`src/neuronLayerPkg.sv`:
```
`default_nettype none

package neuronLayerPkg;

	localparam int NUM_INPUTS = 15;  // Activations per vector
	localparam int NUM_NEURONS = 4;
	localparam int FIFO_DEPTH = 4;   // Also the credits the loader starts with
	localparam int ACT_WIDTH = 8;

	typedef logic signed [ACT_WIDTH-1:0] activationT;
	typedef logic signed [ACT_WIDTH-1:0] weightT;

	// Element 0 sits in the lowest byte
	typedef logic [NUM_INPUTS*ACT_WIDTH-1:0] inputVectorT;

	// Neuron 0 sits in the lowest byte
	typedef logic [NUM_NEURONS*ACT_WIDTH-1:0] layerOutT;

	typedef logic [$clog2(FIFO_DEPTH+1)-1:0] creditT;
	typedef logic [$clog2(FIFO_DEPTH)-1:0] fifoPtrT;

	// One row per neuron, column i multiplies activation i
	localparam weightT WEIGHTS [NUM_NEURONS][NUM_INPUTS] = '{
		'{
			8'shB7, 8'sh3B, 8'sh4B, 8'sh1D, 8'sh19, 8'shDB, 8'sh0D, 8'sh46,
			8'shF3, 8'sh21, 8'shE1, 8'sh06, 8'sh0E, 8'shAB, 8'shE8
		},
		'{
			8'sh12, 8'shF0, 8'sh05, 8'sh7F, 8'shC4, 8'sh2A, 8'shFE, 8'sh33,
			8'sh09, 8'sh81, 8'sh17, 8'shE6, 8'sh40, 8'sh0B, 8'shD9
		},
		'{
			8'sh01, 8'sh02, 8'shFF, 8'sh10, 8'sh20, 8'shF8, 8'sh0C, 8'shEE,
			8'sh55, 8'sh03, 8'shA0, 8'sh1E, 8'sh07, 8'shF1, 8'sh2C
		},
		'{
			8'shE0, 8'sh6D, 8'sh14, 8'shFA, 8'sh38, 8'sh0F, 8'shC9, 8'sh22,
			8'sh04, 8'sh5A, 8'shF6, 8'sh11, 8'sh9C, 8'sh27, 8'sh08
		}
	};

	localparam weightT BIASES [NUM_NEURONS] = '{8'sh03, 8'shFB, 8'sh0A, 8'sh00};

endpackage

`default_nettype wire

```
`src/activationLoader.sv`:
```
`default_nettype none
`timescale 1ns/1ps

module activationLoader (
	input  logic clk,
	input  logic reset,
	input  logic inValid,
	input  neuronLayerPkg::activationT inData,
	output logic inReady,
	output logic push,
	output neuronLayerPkg::inputVectorT pushVector,
	input  logic creditReturn
);

	typedef enum logic {
		collecting,
		waitCredit
	} loaderStateT;

	loaderStateT state;
	logic [$clog2(neuronLayerPkg::NUM_INPUTS)-1:0] elemCount;
	neuronLayerPkg::inputVectorT vectorReg;
	neuronLayerPkg::creditT credits;
	logic accept;
	logic lastElem;

	assign inReady = (state == collecting);  // Low while a full vector waits
	assign accept = inValid && inReady;
	assign lastElem = (int'(elemCount) == neuronLayerPkg::NUM_INPUTS - 1);
	assign push = (state == waitCredit) && (credits != '0);
	assign pushVector = vectorReg;

	always_ff @(posedge clk)
	begin
		if (reset)
		begin
			state <= collecting;
			elemCount <= '0;
		end
		else
		begin
			case (state)
				collecting:
				begin
					if (accept)
					begin
						if (lastElem)
						begin
							elemCount <= '0;
							state <= waitCredit;
						end
						else
						begin
							elemCount <= elemCount + 1'b1;
						end
					end
				end
				waitCredit:
				begin
					if (push)
						state <= collecting;
				end
				default:
					state <= collecting;
			endcase
		end
	end

	// Byte lanes fill in arrival order
	always_ff @(posedge clk)
	begin
		if (accept)
			vectorReg[elemCount*neuronLayerPkg::ACT_WIDTH +: neuronLayerPkg::ACT_WIDTH] <= inData;
	end

	always_ff @(posedge clk)
	begin
		if (reset)
		begin
			credits <= neuronLayerPkg::creditT'(neuronLayerPkg::FIFO_DEPTH);
		end
		else
		begin
			case ({push, creditReturn})
				2'b10: credits <= credits - 1'b1;
				2'b01: credits <= credits + 1'b1;
				default: credits <= credits;  // Both or neither cancel out
			endcase
		end
	end

endmodule

`default_nettype wire

```
`src/vectorFifo.sv`:
```
`default_nettype none
`timescale 1ns/1ps

module vectorFifo (
	input  logic clk,
	input  logic reset,
	input  logic push,
	input  neuronLayerPkg::inputVectorT pushVector,
	input  logic pop,
	output logic notEmpty,
	output neuronLayerPkg::inputVectorT headVector,
	output logic creditReturn
);

	neuronLayerPkg::inputVectorT mem [neuronLayerPkg::FIFO_DEPTH];
	neuronLayerPkg::fifoPtrT wrPtr;
	neuronLayerPkg::fifoPtrT rdPtr;
	neuronLayerPkg::creditT count;

	function automatic neuronLayerPkg::fifoPtrT nextPtr(
		input neuronLayerPkg::fifoPtrT ptr
	);
		if (int'(ptr) == neuronLayerPkg::FIFO_DEPTH - 1)
			return '0;
		return ptr + 1'b1;
	endfunction

	assign notEmpty = (count != '0);
	assign headVector = mem[rdPtr];  // Written entry shows up the cycle after push
	assign creditReturn = pop;       // Freed slot goes straight back to the loader

	always_ff @(posedge clk)
	begin
		if (push)
			mem[wrPtr] <= pushVector;
	end

	// Overflow is ruled out by the credit loop, underflow by the consumer
	always_ff @(posedge clk)
	begin
		if (reset)
		begin
			wrPtr <= '0;
			rdPtr <= '0;
			count <= '0;
		end
		else
		begin
			if (push)
				wrPtr <= nextPtr(wrPtr);
			if (pop)
				rdPtr <= nextPtr(rdPtr);
			case ({push, pop})
				2'b10: count <= count + 1'b1;
				2'b01: count <= count - 1'b1;
				default: count <= count;
			endcase
		end
	end

endmodule

`default_nettype wire

```
`src/neuronUnit.sv`:
```
`default_nettype none
`timescale 1ns/1ps

module neuronUnit #(
	parameter int neuronIndex = 0
) (
	input  logic clk,
	input  logic reset,
	input  logic enable,
	input  neuronLayerPkg::inputVectorT activations,
	output neuronLayerPkg::activationT result
);

	neuronLayerPkg::inputVectorT actReg;
	neuronLayerPkg::activationT sumReg;
	neuronLayerPkg::activationT sumNext;

	// Every product keeps its low byte and the running sum wraps at 8 bits
	function automatic neuronLayerPkg::activationT weightedSum(
		input neuronLayerPkg::inputVectorT acts
	);
		neuronLayerPkg::activationT acc;
		neuronLayerPkg::activationT act;
		neuronLayerPkg::activationT prod;
		acc = neuronLayerPkg::BIASES[neuronIndex];
		for (int i = 0; i < neuronLayerPkg::NUM_INPUTS; i++)
		begin
			act = acts[i*neuronLayerPkg::ACT_WIDTH +: neuronLayerPkg::ACT_WIDTH];
			prod = act * neuronLayerPkg::WEIGHTS[neuronIndex][i];
			acc = acc + prod;
		end
		return acc;
	endfunction

	assign sumNext = weightedSum(actReg);

	always_ff @(posedge clk)
	begin
		if (reset)
		begin
			actReg <= '0;
			sumReg <= '0;
			result <= '0;
		end
		else if (enable)
		begin
			actReg <= activations;                       // Stage 1
			sumReg <= sumNext;                           // Stage 2
			result <= sumReg[neuronLayerPkg::ACT_WIDTH-1] ? '0 : sumReg;  // ReLU
		end
	end

endmodule

`default_nettype wire

```
`src/neuronLayer.sv`:
```
`default_nettype none
`timescale 1ns/1ps

module neuronLayer (
	input  logic clk,
	input  logic reset,
	input  logic notEmpty,
	input  neuronLayerPkg::inputVectorT headVector,
	output logic pop,
	output logic outValid,
	output neuronLayerPkg::layerOutT outData,
	input  logic outReady
);

	logic stall;
	logic enable;
	neuronLayerPkg::inputVectorT unitInput;
	logic [2:0] validChain;  // One bit per pipeline stage of the units

	assign stall = outValid && !outReady;
	assign enable = !stall;
	assign pop = notEmpty && !stall;

	// Idle slots carry zeros so the units never see stale data
	assign unitInput = pop ? headVector : '0;

	always_ff @(posedge clk)
	begin
		if (reset)
			validChain <= '0;
		else if (enable)
			validChain <= {validChain[1:0], pop};
	end

	assign outValid = validChain[2];

	for (genvar g = 0; g < neuronLayerPkg::NUM_NEURONS; g++)
	begin : gen_neuron
		neuronUnit #(
			.neuronIndex(g)
		) unit_i (
			.clk(clk),
			.reset(reset),
			.enable(enable),
			.activations(unitInput),
			.result(outData[g*neuronLayerPkg::ACT_WIDTH +: neuronLayerPkg::ACT_WIDTH])
		);
	end

endmodule

`default_nettype wire

```
`src/layerTop.sv`:
```
`default_nettype none
`timescale 1ns/1ps

module layerTop (
	input  logic clk,
	input  logic reset,
	input  logic inValid,
	input  neuronLayerPkg::activationT inData,
	output logic inReady,
	output logic outValid,
	output neuronLayerPkg::layerOutT outData,
	input  logic outReady
);

	logic push;
	neuronLayerPkg::inputVectorT pushVector;
	logic creditReturn;
	logic notEmpty;
	neuronLayerPkg::inputVectorT headVector;
	logic pop;

	activationLoader loader_i (
		.clk(clk),
		.reset(reset),
		.inValid(inValid),
		.inData(inData),
		.inReady(inReady),
		.push(push),
		.pushVector(pushVector),
		.creditReturn(creditReturn)
	);

	vectorFifo fifo_i (
		.clk(clk),
		.reset(reset),
		.push(push),
		.pushVector(pushVector),
		.pop(pop),
		.notEmpty(notEmpty),
		.headVector(headVector),
		.creditReturn(creditReturn)
	);

	neuronLayer layer_i (
		.clk(clk),
		.reset(reset),
		.notEmpty(notEmpty),
		.headVector(headVector),
		.pop(pop),
		.outValid(outValid),
		.outData(outData),
		.outReady(outReady)
	);

endmodule

`default_nettype wire

```
`config.mk`:
```
export PLATFORM = sky130hd
export DESIGN_NAME = layerTop
export DESIGN_NICKNAME = d
export VERILOG_FILES = /design/src/neuronLayerPkg.sv /design/src/activationLoader.sv /design/src/vectorFifo.sv /design/src/neuronUnit.sv /design/src/neuronLayer.sv /design/src/layerTop.sv
export SDC_FILE = /design/constraint.sdc
export NUM_CORES = 2
export LEC_CHECK = 0
export ABC_AREA = 0
export BUFFER_PORTS_ARGS = -buffer_cell sky130_fd_sc_hd__buf_2
export CAP_MARGIN = 30
export CORE_ASPECT_RATIO = 1.4
export CORE_MARGIN = 2
export CORE_UTILIZATION = 50
export DETAILED_ROUTE_END_ITERATION = 10
export GPL_ROUTABILITY_DRIVEN = 0
export PLACE_DENSITY_LB_ADDON = 0.12
export SYNTH_ARGS = -nofsm -noshare
export SYNTH_HDL_FRONTEND = slang
export SYNTH_SLANG_ARGS = --single-unit
```
`constraint.sdc`:
```
create_clock -name clk -period 9.05 [get_ports clk]
set_input_delay 1.81 -clock clk [delete_from_list [all_inputs] [get_ports clk]]
set_output_delay 1.81 -clock clk [all_outputs]
set_load 0.02 [all_outputs]
```
======== Word level (Yosys, flattened, before mapping) ========
Memories as Yosys holds them, arrays and structs flattened. A register that Yosys moved wholly into a read port is not among the register bits.
Cells that the tools add are included.
W data, S select, Z words.
cells by class
  bitwise logic cells ..................... 1
  multipliers ............................. 48
  shifts and indexed selects .............. 2
  equal/unequal tests ..................... 5
  mux-type cells .......................... 27
  reduce and logical (&&, ||, !) cells .... 10
  $add $sub $neg .......................... 72
operator list
  cell                        number
  $add A8 B8 Y8               56
  $bwmux W120                 1
  $mux W120                   1
  $shift A8 B34 Y120 const A  1
  $shiftx A8 B34 Y120         1
  $mul A8 B7 Y8 const B       7
  $mul A8 B8 Y8 const B       7
  $mul A8 B5 Y8 const B       6
  $mul A8 B6 Y8 const B       5
  $neg A7 Y34                 1
  $mul A8 B5 Y7 const B       4
  $mux W7                     4
  $mul A8 B3 Y7 const B       2
  $mul A8 B4 Y7 const B       2
  $mul A8 B4 Y8 const B       2
  $mul A8 B5 Y6 const B       2
  $mul A8 B6 Y7 const B       2
  $mul A8 B7 Y7 const B       2
  $mux W2                     6
  $pmux W3 S2                 2
  $mux W1                     11
  $add A3 B8 Y8 const A       1
  $add A4 B8 Y8 const A       1
  $add A5 B8 Y8 const A       1
  other kinds (27)            37
storage, ports and cells
  input port bits ......................... 12
  memories ................................ 1
  word-level logic and storage cells ...... 183
  bits in writable memories ............... 480
  output and inout bits ................... 34
  flip-flop bits (word level) ............. 322
memory list
  name        words  width  rd ports  clocked after memory_dff  wr ports  RTL line          source
  fifo_i.mem  4      120    1         1                         1         vectorFifo.sv:15  neuronLayerPkg::inputVectorT mem [neuronLayerPkg::FIFO_DEPTH];

======== Depth between registers and ports, before layout ========
  depth in word-level cells ............... 16
  mapped depth ............................ 32
  depth with buffers taken out ............ 32

======== Hierarchy ========
A second synthesis with hierarchy kept.
second synthesis, totals
  cells, all modules ...................... 4996
  area total of the unflattened synthesis .. 63198.1 µm²
modules (own cells, without submodules)
  module                                     cells each  area an instance (µm²)  instances
  vectorFifo                                 674         17758.3                 1
  neuronUnit (layer_i.gen_neuron[0].unit_i)  1166        12009.0                 1
  neuronUnit (layer_i.gen_neuron[1].unit_i)  937         9739.3                  1
  neuronUnit (layer_i.gen_neuron[3].unit_i)  848         8993.6                  1
  neuronUnit (layer_i.gen_neuron[2].unit_i)  833         8445.6                  1
  activationLoader                           379         5211.2                  1
  neuronLayer                                159         1041.0                  1

======== Least setup slack after synthesis ========
Ideal clock, no wire load.
  path type ............................... register to register
  from .................................... reg, netlist name layer_i.gen_neuron[1].unit_i.actReg[88]
  to ...................................... reg layer_i.gen_neuron[2].unit_i.sumReg[7]
  required time ........................... 8.919 ns
  path slack .............................. 0.747 ns
  arrival time ............................ 8.173 ns
  stages on the path, launching flop included .. 30
  library setup time ...................... 0.131 ns
  clock period less this slack ............ 8.303 ns
  cells stage by stage .................... dfxtp_1 -> inv_1 -> ha_1 -> ha_1 -> xor2_1 -> ha_1 -> ha_1 -> a21o_1 -> a21oi_1 -> xnor2_1 -> fa_1 -> inv_1 -> fa_1 -> inv_1 -> fa_1 -> fa_1 -> inv_1 -> fa_1 -> fa_1 -> fa_1 -> fa_1 -> inv_1 -> ha_1 -> a21oi_1 -> xnor2_1 -> xnor2_1 -> xnor3_1 -> xnor3_1 -> nand2_1 -> a21oi_2
RTL lines
  what                  RTL line          source
  end signal, assigned  neuronUnit.sv:48  sumReg <= sumNext;
  end, declared         neuronUnit.sv:15  neuronLayerPkg::activationT sumReg;

==> run_results.csv <==
group,metric,value,unit
run_status,status,"complete, no violations",
global_route,grt_pass1_wl,222000,µm
route,route.detailed.drc,0,
timing,fmax,0.116,GHz
setup_path,regToRegSetupSlack,0.41,ns
setup_path,cp.buffers_inverters,8,
route,vias_per_cell,5.45,
logic_synthesis,synth_seq_area_share,0.436,
timing,finalHoldViolCount,0,
logic_synthesis,syn_inst,3819,
logic_synthesis,syn_avg_cell_area,13.2,µm²
finish,final_area,55700,µm²
cts,clk_pin_slew,0.07,ns
floorplan,fp-row-count,138,
place,post_dp_cell_area,53000,µm²
min_path,min_to,"layer_i.gen_neuron[3].unit_i.result[0]",
global_route,grt_usage,0.309,
cts,cts-root-buf,"clkbuf_16",
min_path,hp-class,"reg2reg",
timing,relSlewSlack,0.259,
logic_synthesis,yosysUniqueCellTypes,38,
timing,rsz0062_at_grt,"false",
setup_path,crit_required,9.56,ns
cts,cts_resized,0,
cts,holdBufCountCts,0,
timing,setup_total_negative_slack,0,ns
floorplan,start_util,0.502,
global_route,overflow,0,
cts,clk_latency,0.68,ns
route,drtPass1Iterations,5,
finish,fin_cells,5351,
setup_path,worstReg2RegEnd,"layer_i.gen_neuron[0].unit_i.sumReg[7]",
timing,slew_viol_final,0,
finish,fin_util,0.554,
setup_path,crit_family,"adder cells",
setup_path,cp_num_cells,29,
min_path,hp-start,"layer_i.gen_neuron[3].unit_i.result[0]",
route,drt-total-wl,155000,µm
setup_path,crit_top_cell,"fa_1",
route,dr_wl_met3,7860,µm
logic_synthesis,synthesis.area,50600,µm²
floorplan,fp.dieH,380,µm
cts,cts_max_path_buffers,3,
floorplan,die_w,273,µm
timing,finalClockSkew,0.0255,ns
setup_path,startpoint_type,"flop",
cts,cts_sinks,800,
finish,antenna_cells,0,
floorplan,die_area,104000,µm²
timing,setup_viol,0,
finish,drive_gt1_frac,0.107,
setup_path,crit_fanout,4,
timing,period_share,0.955,
setup_path,slowest_delay,0.54,ns
timing,fin_crit,8.64,ns
logic_synthesis,ys.flop_type,"edfxtp_1",
logic_synthesis,ys_ff_latch,800,
cts,htreeDepth,3,
logic_synthesis,ys.warnings.count,0,
place,place_inst,5199,
setup_path,reg2regPathDepth,29,
route,vias,29200,
floorplan,core_area,101000,µm²
route,wl_met2,76300,µm
finish,n_fill_cell,8448,
setup_path,cpMaxStageDelayCell,"fa_1",
global_route,antenna_found_initial,2,
setup_path,arrival,9.15,ns
setup_path,r2r_start,"layer_i.gen_neuron[1].unit_i.actReg[96]",
global_route,grt_start_max_net_pins,157,
route,top_layer_used,"met4",
logic_synthesis,synth_edf_count,600,
timing,worstMarginPinSlew,1.11,ns
route,drtAntennaViolNets,0,
cts,post_cts_buffers,0,
flow_run,cap_violations,0,
route,wl_met1,54600,µm
setup_path,cp-end-kind,"flop",
min_path,holdPathStages,2,
floorplan,io-pin-count,46,
route,wire_per_inst,29.0,µm
place,dp_hpwl,119000,µm
setup_path,critPathKind,"reg2reg",
global_route,grt_pass1_vias,31000,
cts,cts_tree,"yes",
finish,syn_to_final_growth,10.3,%
cts,numCtsBuffers,79,
place,port_buffers,41,
route,drtIter0Drc,2106,
finish,nets,4927,
logic_synthesis,async_flop_share,0,
## tightest hold or removal path, cell delays in order, from the launching register on
cell,delay [ns]
dfxtp_1,0.30
nand2_1,0.05
a21oi_1,0.05
## worst max path at each step
| stage | startpoint | endpoint | slack (ns) |
|---|---|---|---|
| 6_report | layer_i.gen_neuron[1].unit_i.actReg[96] | layer_i.gen_neuron[0].unit_i.sumReg[7] | 0.41 |
| 5_1_grt | layer_i.gen_neuron[1].unit_i.actReg[96] | layer_i.gen_neuron[0].unit_i.sumReg[7] | 0.009 |
| 4_1_cts | layer_i.gen_neuron[1].unit_i.actReg[96] | layer_i.gen_neuron[0].unit_i.sumReg[7] | 0.40 |
| 3_5_place_dp | layer_i.gen_neuron[1].unit_i.actReg[96] | layer_i.gen_neuron[0].unit_i.sumReg[7] | 0.43 |
| 3_3_place_gp | layer_i.gen_neuron[1].unit_i.actReg[96] | layer_i.gen_neuron[0].unit_i.sumReg[7] | 0.48 |
| 2_1_floorplan | layer_i.gen_neuron[1].unit_i.actReg[88] | layer_i.gen_neuron[2].unit_i.sumReg[7] | 0.75 |
## synthesized netlist by cell type, drive strengths merged (2+ instances only)
library cell,instances,share of area
dfxtp,200,0.079
nor3,12,0.0012
nand4,3,0.00037
xor2,60,0.010
nor2,201,0.015
inv,750,0.056
a21oi,83,0.0083
nand2,97,0.0072
mux2i,5,0.00099
ha,507,0.13
nand2b,6,0.00074
or3,2,0.00025
edfxtp,600,0.36
xnor3,6,0.0027
nand3,5,0.00049
buf,22,0.0022
clkbuf,90,0.0067
o21ai,4,0.00040
xnor2,309,0.054
fa,454,0.18
and3,2,0.00025
a21o,21,0.0031
a22oi,120,0.018
nor2b,5,0.00062
and2,95,0.012
mux4,120,0.053
a211oi,8,0.0013
nand3b,28,0.0042
## cells in the final DEF (no fill, tap or decap), types with 3 or more instances in the layout
master	netlist	routed
conb_1	1	4
nand3b_1	28	28
a21o_1	21	21
and2_1	95	91
mux2i_1	5	5
a211oi_1	7	7
o21ai_0	4	4
buf_2	6	40
bufinv_16	0	5
nand3_1	5	5
nand4_1	3	3
ha_1	507	507
mux4_2	120	120
and2_4	0	4
clkinv_16	0	4
inv_1	750	750
nor3_1	12	9
buf_6	0	3
clkbuf_16	0	81
nor3_2	0	3
clkinv_1	0	6
clkbuf_1	90	13
a21oi_1	82	82
xor2_1	60	60
nor2_1	201	200
xnor2_1	308	308
inv_6	0	7
edfxtp_1	600	600
buf_4	5	116
clkinv_2	0	12
a22oi_1	120	120
nand2_1	97	97
fa_1	454	454
clkinvlp_4	0	7
nor2b_1	5	4
clkbuf_8	0	11
dfxtp_1	200	198
buf_12	0	3
nand2b_1	6	5
xnor3_1	5	5
## stage by stage
step	setup WS, ns	hold slack, ns
3_3_place_gp	0.484	0.434
6_report	0.411	0.449
2_1_floorplan	0.747	0.432
4_1_cts	0.398	0.452
5_1_grt	0.00901	0.470
3_5_place_dp	0.433	0.444
## cell type report
class / instances / area, µm² / area share
sequential: 800 / 22000 / 0.395
multi-input combinational: 2160 / 25300 / 0.454
tap: 1330 / 1660 / 0.0299
timing repair buffer: 163 / 1190 / 0.0214
inverter: 750 / 2820 / 0.0505
clock inverter: 43 / 484 / 0.00869
clock buffer: 105 / 2230 / 0.0400
## registers in the layout, indices dropped and copies added (netlist names), named ones only
name and cells:
fifo_i.mem 480, layer_i.gen_neuron.unit_i.actReg 120, loader_i.pushVector 120, layer_i.gen_neuron.unit_i.sumReg 32
layer_i.gen_neuron.unit_i.result 28, loader_i.elemCount 4, fifo_i.count 3, layer_i.validChain 3
loader_i.credits 3, fifo_i.rdPtr 2, fifo_i.wrPtr 2, loader_i.state 1
## kinds of logic (layout without fill, tap and decap cells)
kind of cell,after synthesis,after routing,synth area share
flip-flops,800,800,0.436
AO/OA/AOI/OAI,236,236,0.0309
adder cells (fa/ha/maj),961,961,0.305
AND/OR/NAND/NOR,459,459,0.0424
XOR/XNOR,375,375,0.0668
multiplexers,125,125,0.0545
other,1,4,0.0000742
buffers and inverters,862,1061,0.0645
## per-layer routing
layer / track usage / vias to the layer above
met5: 0 / -
met4: 0.260 / 0
met3: 0.0511 / 448
met2: 0.517 / 972
met1: 0.343 / 14900
li1: - / 12900
Power is left out: the tool's default activity adds up to more than one toggle a clock period on the data nets, which glitch-free logic cannot reach.
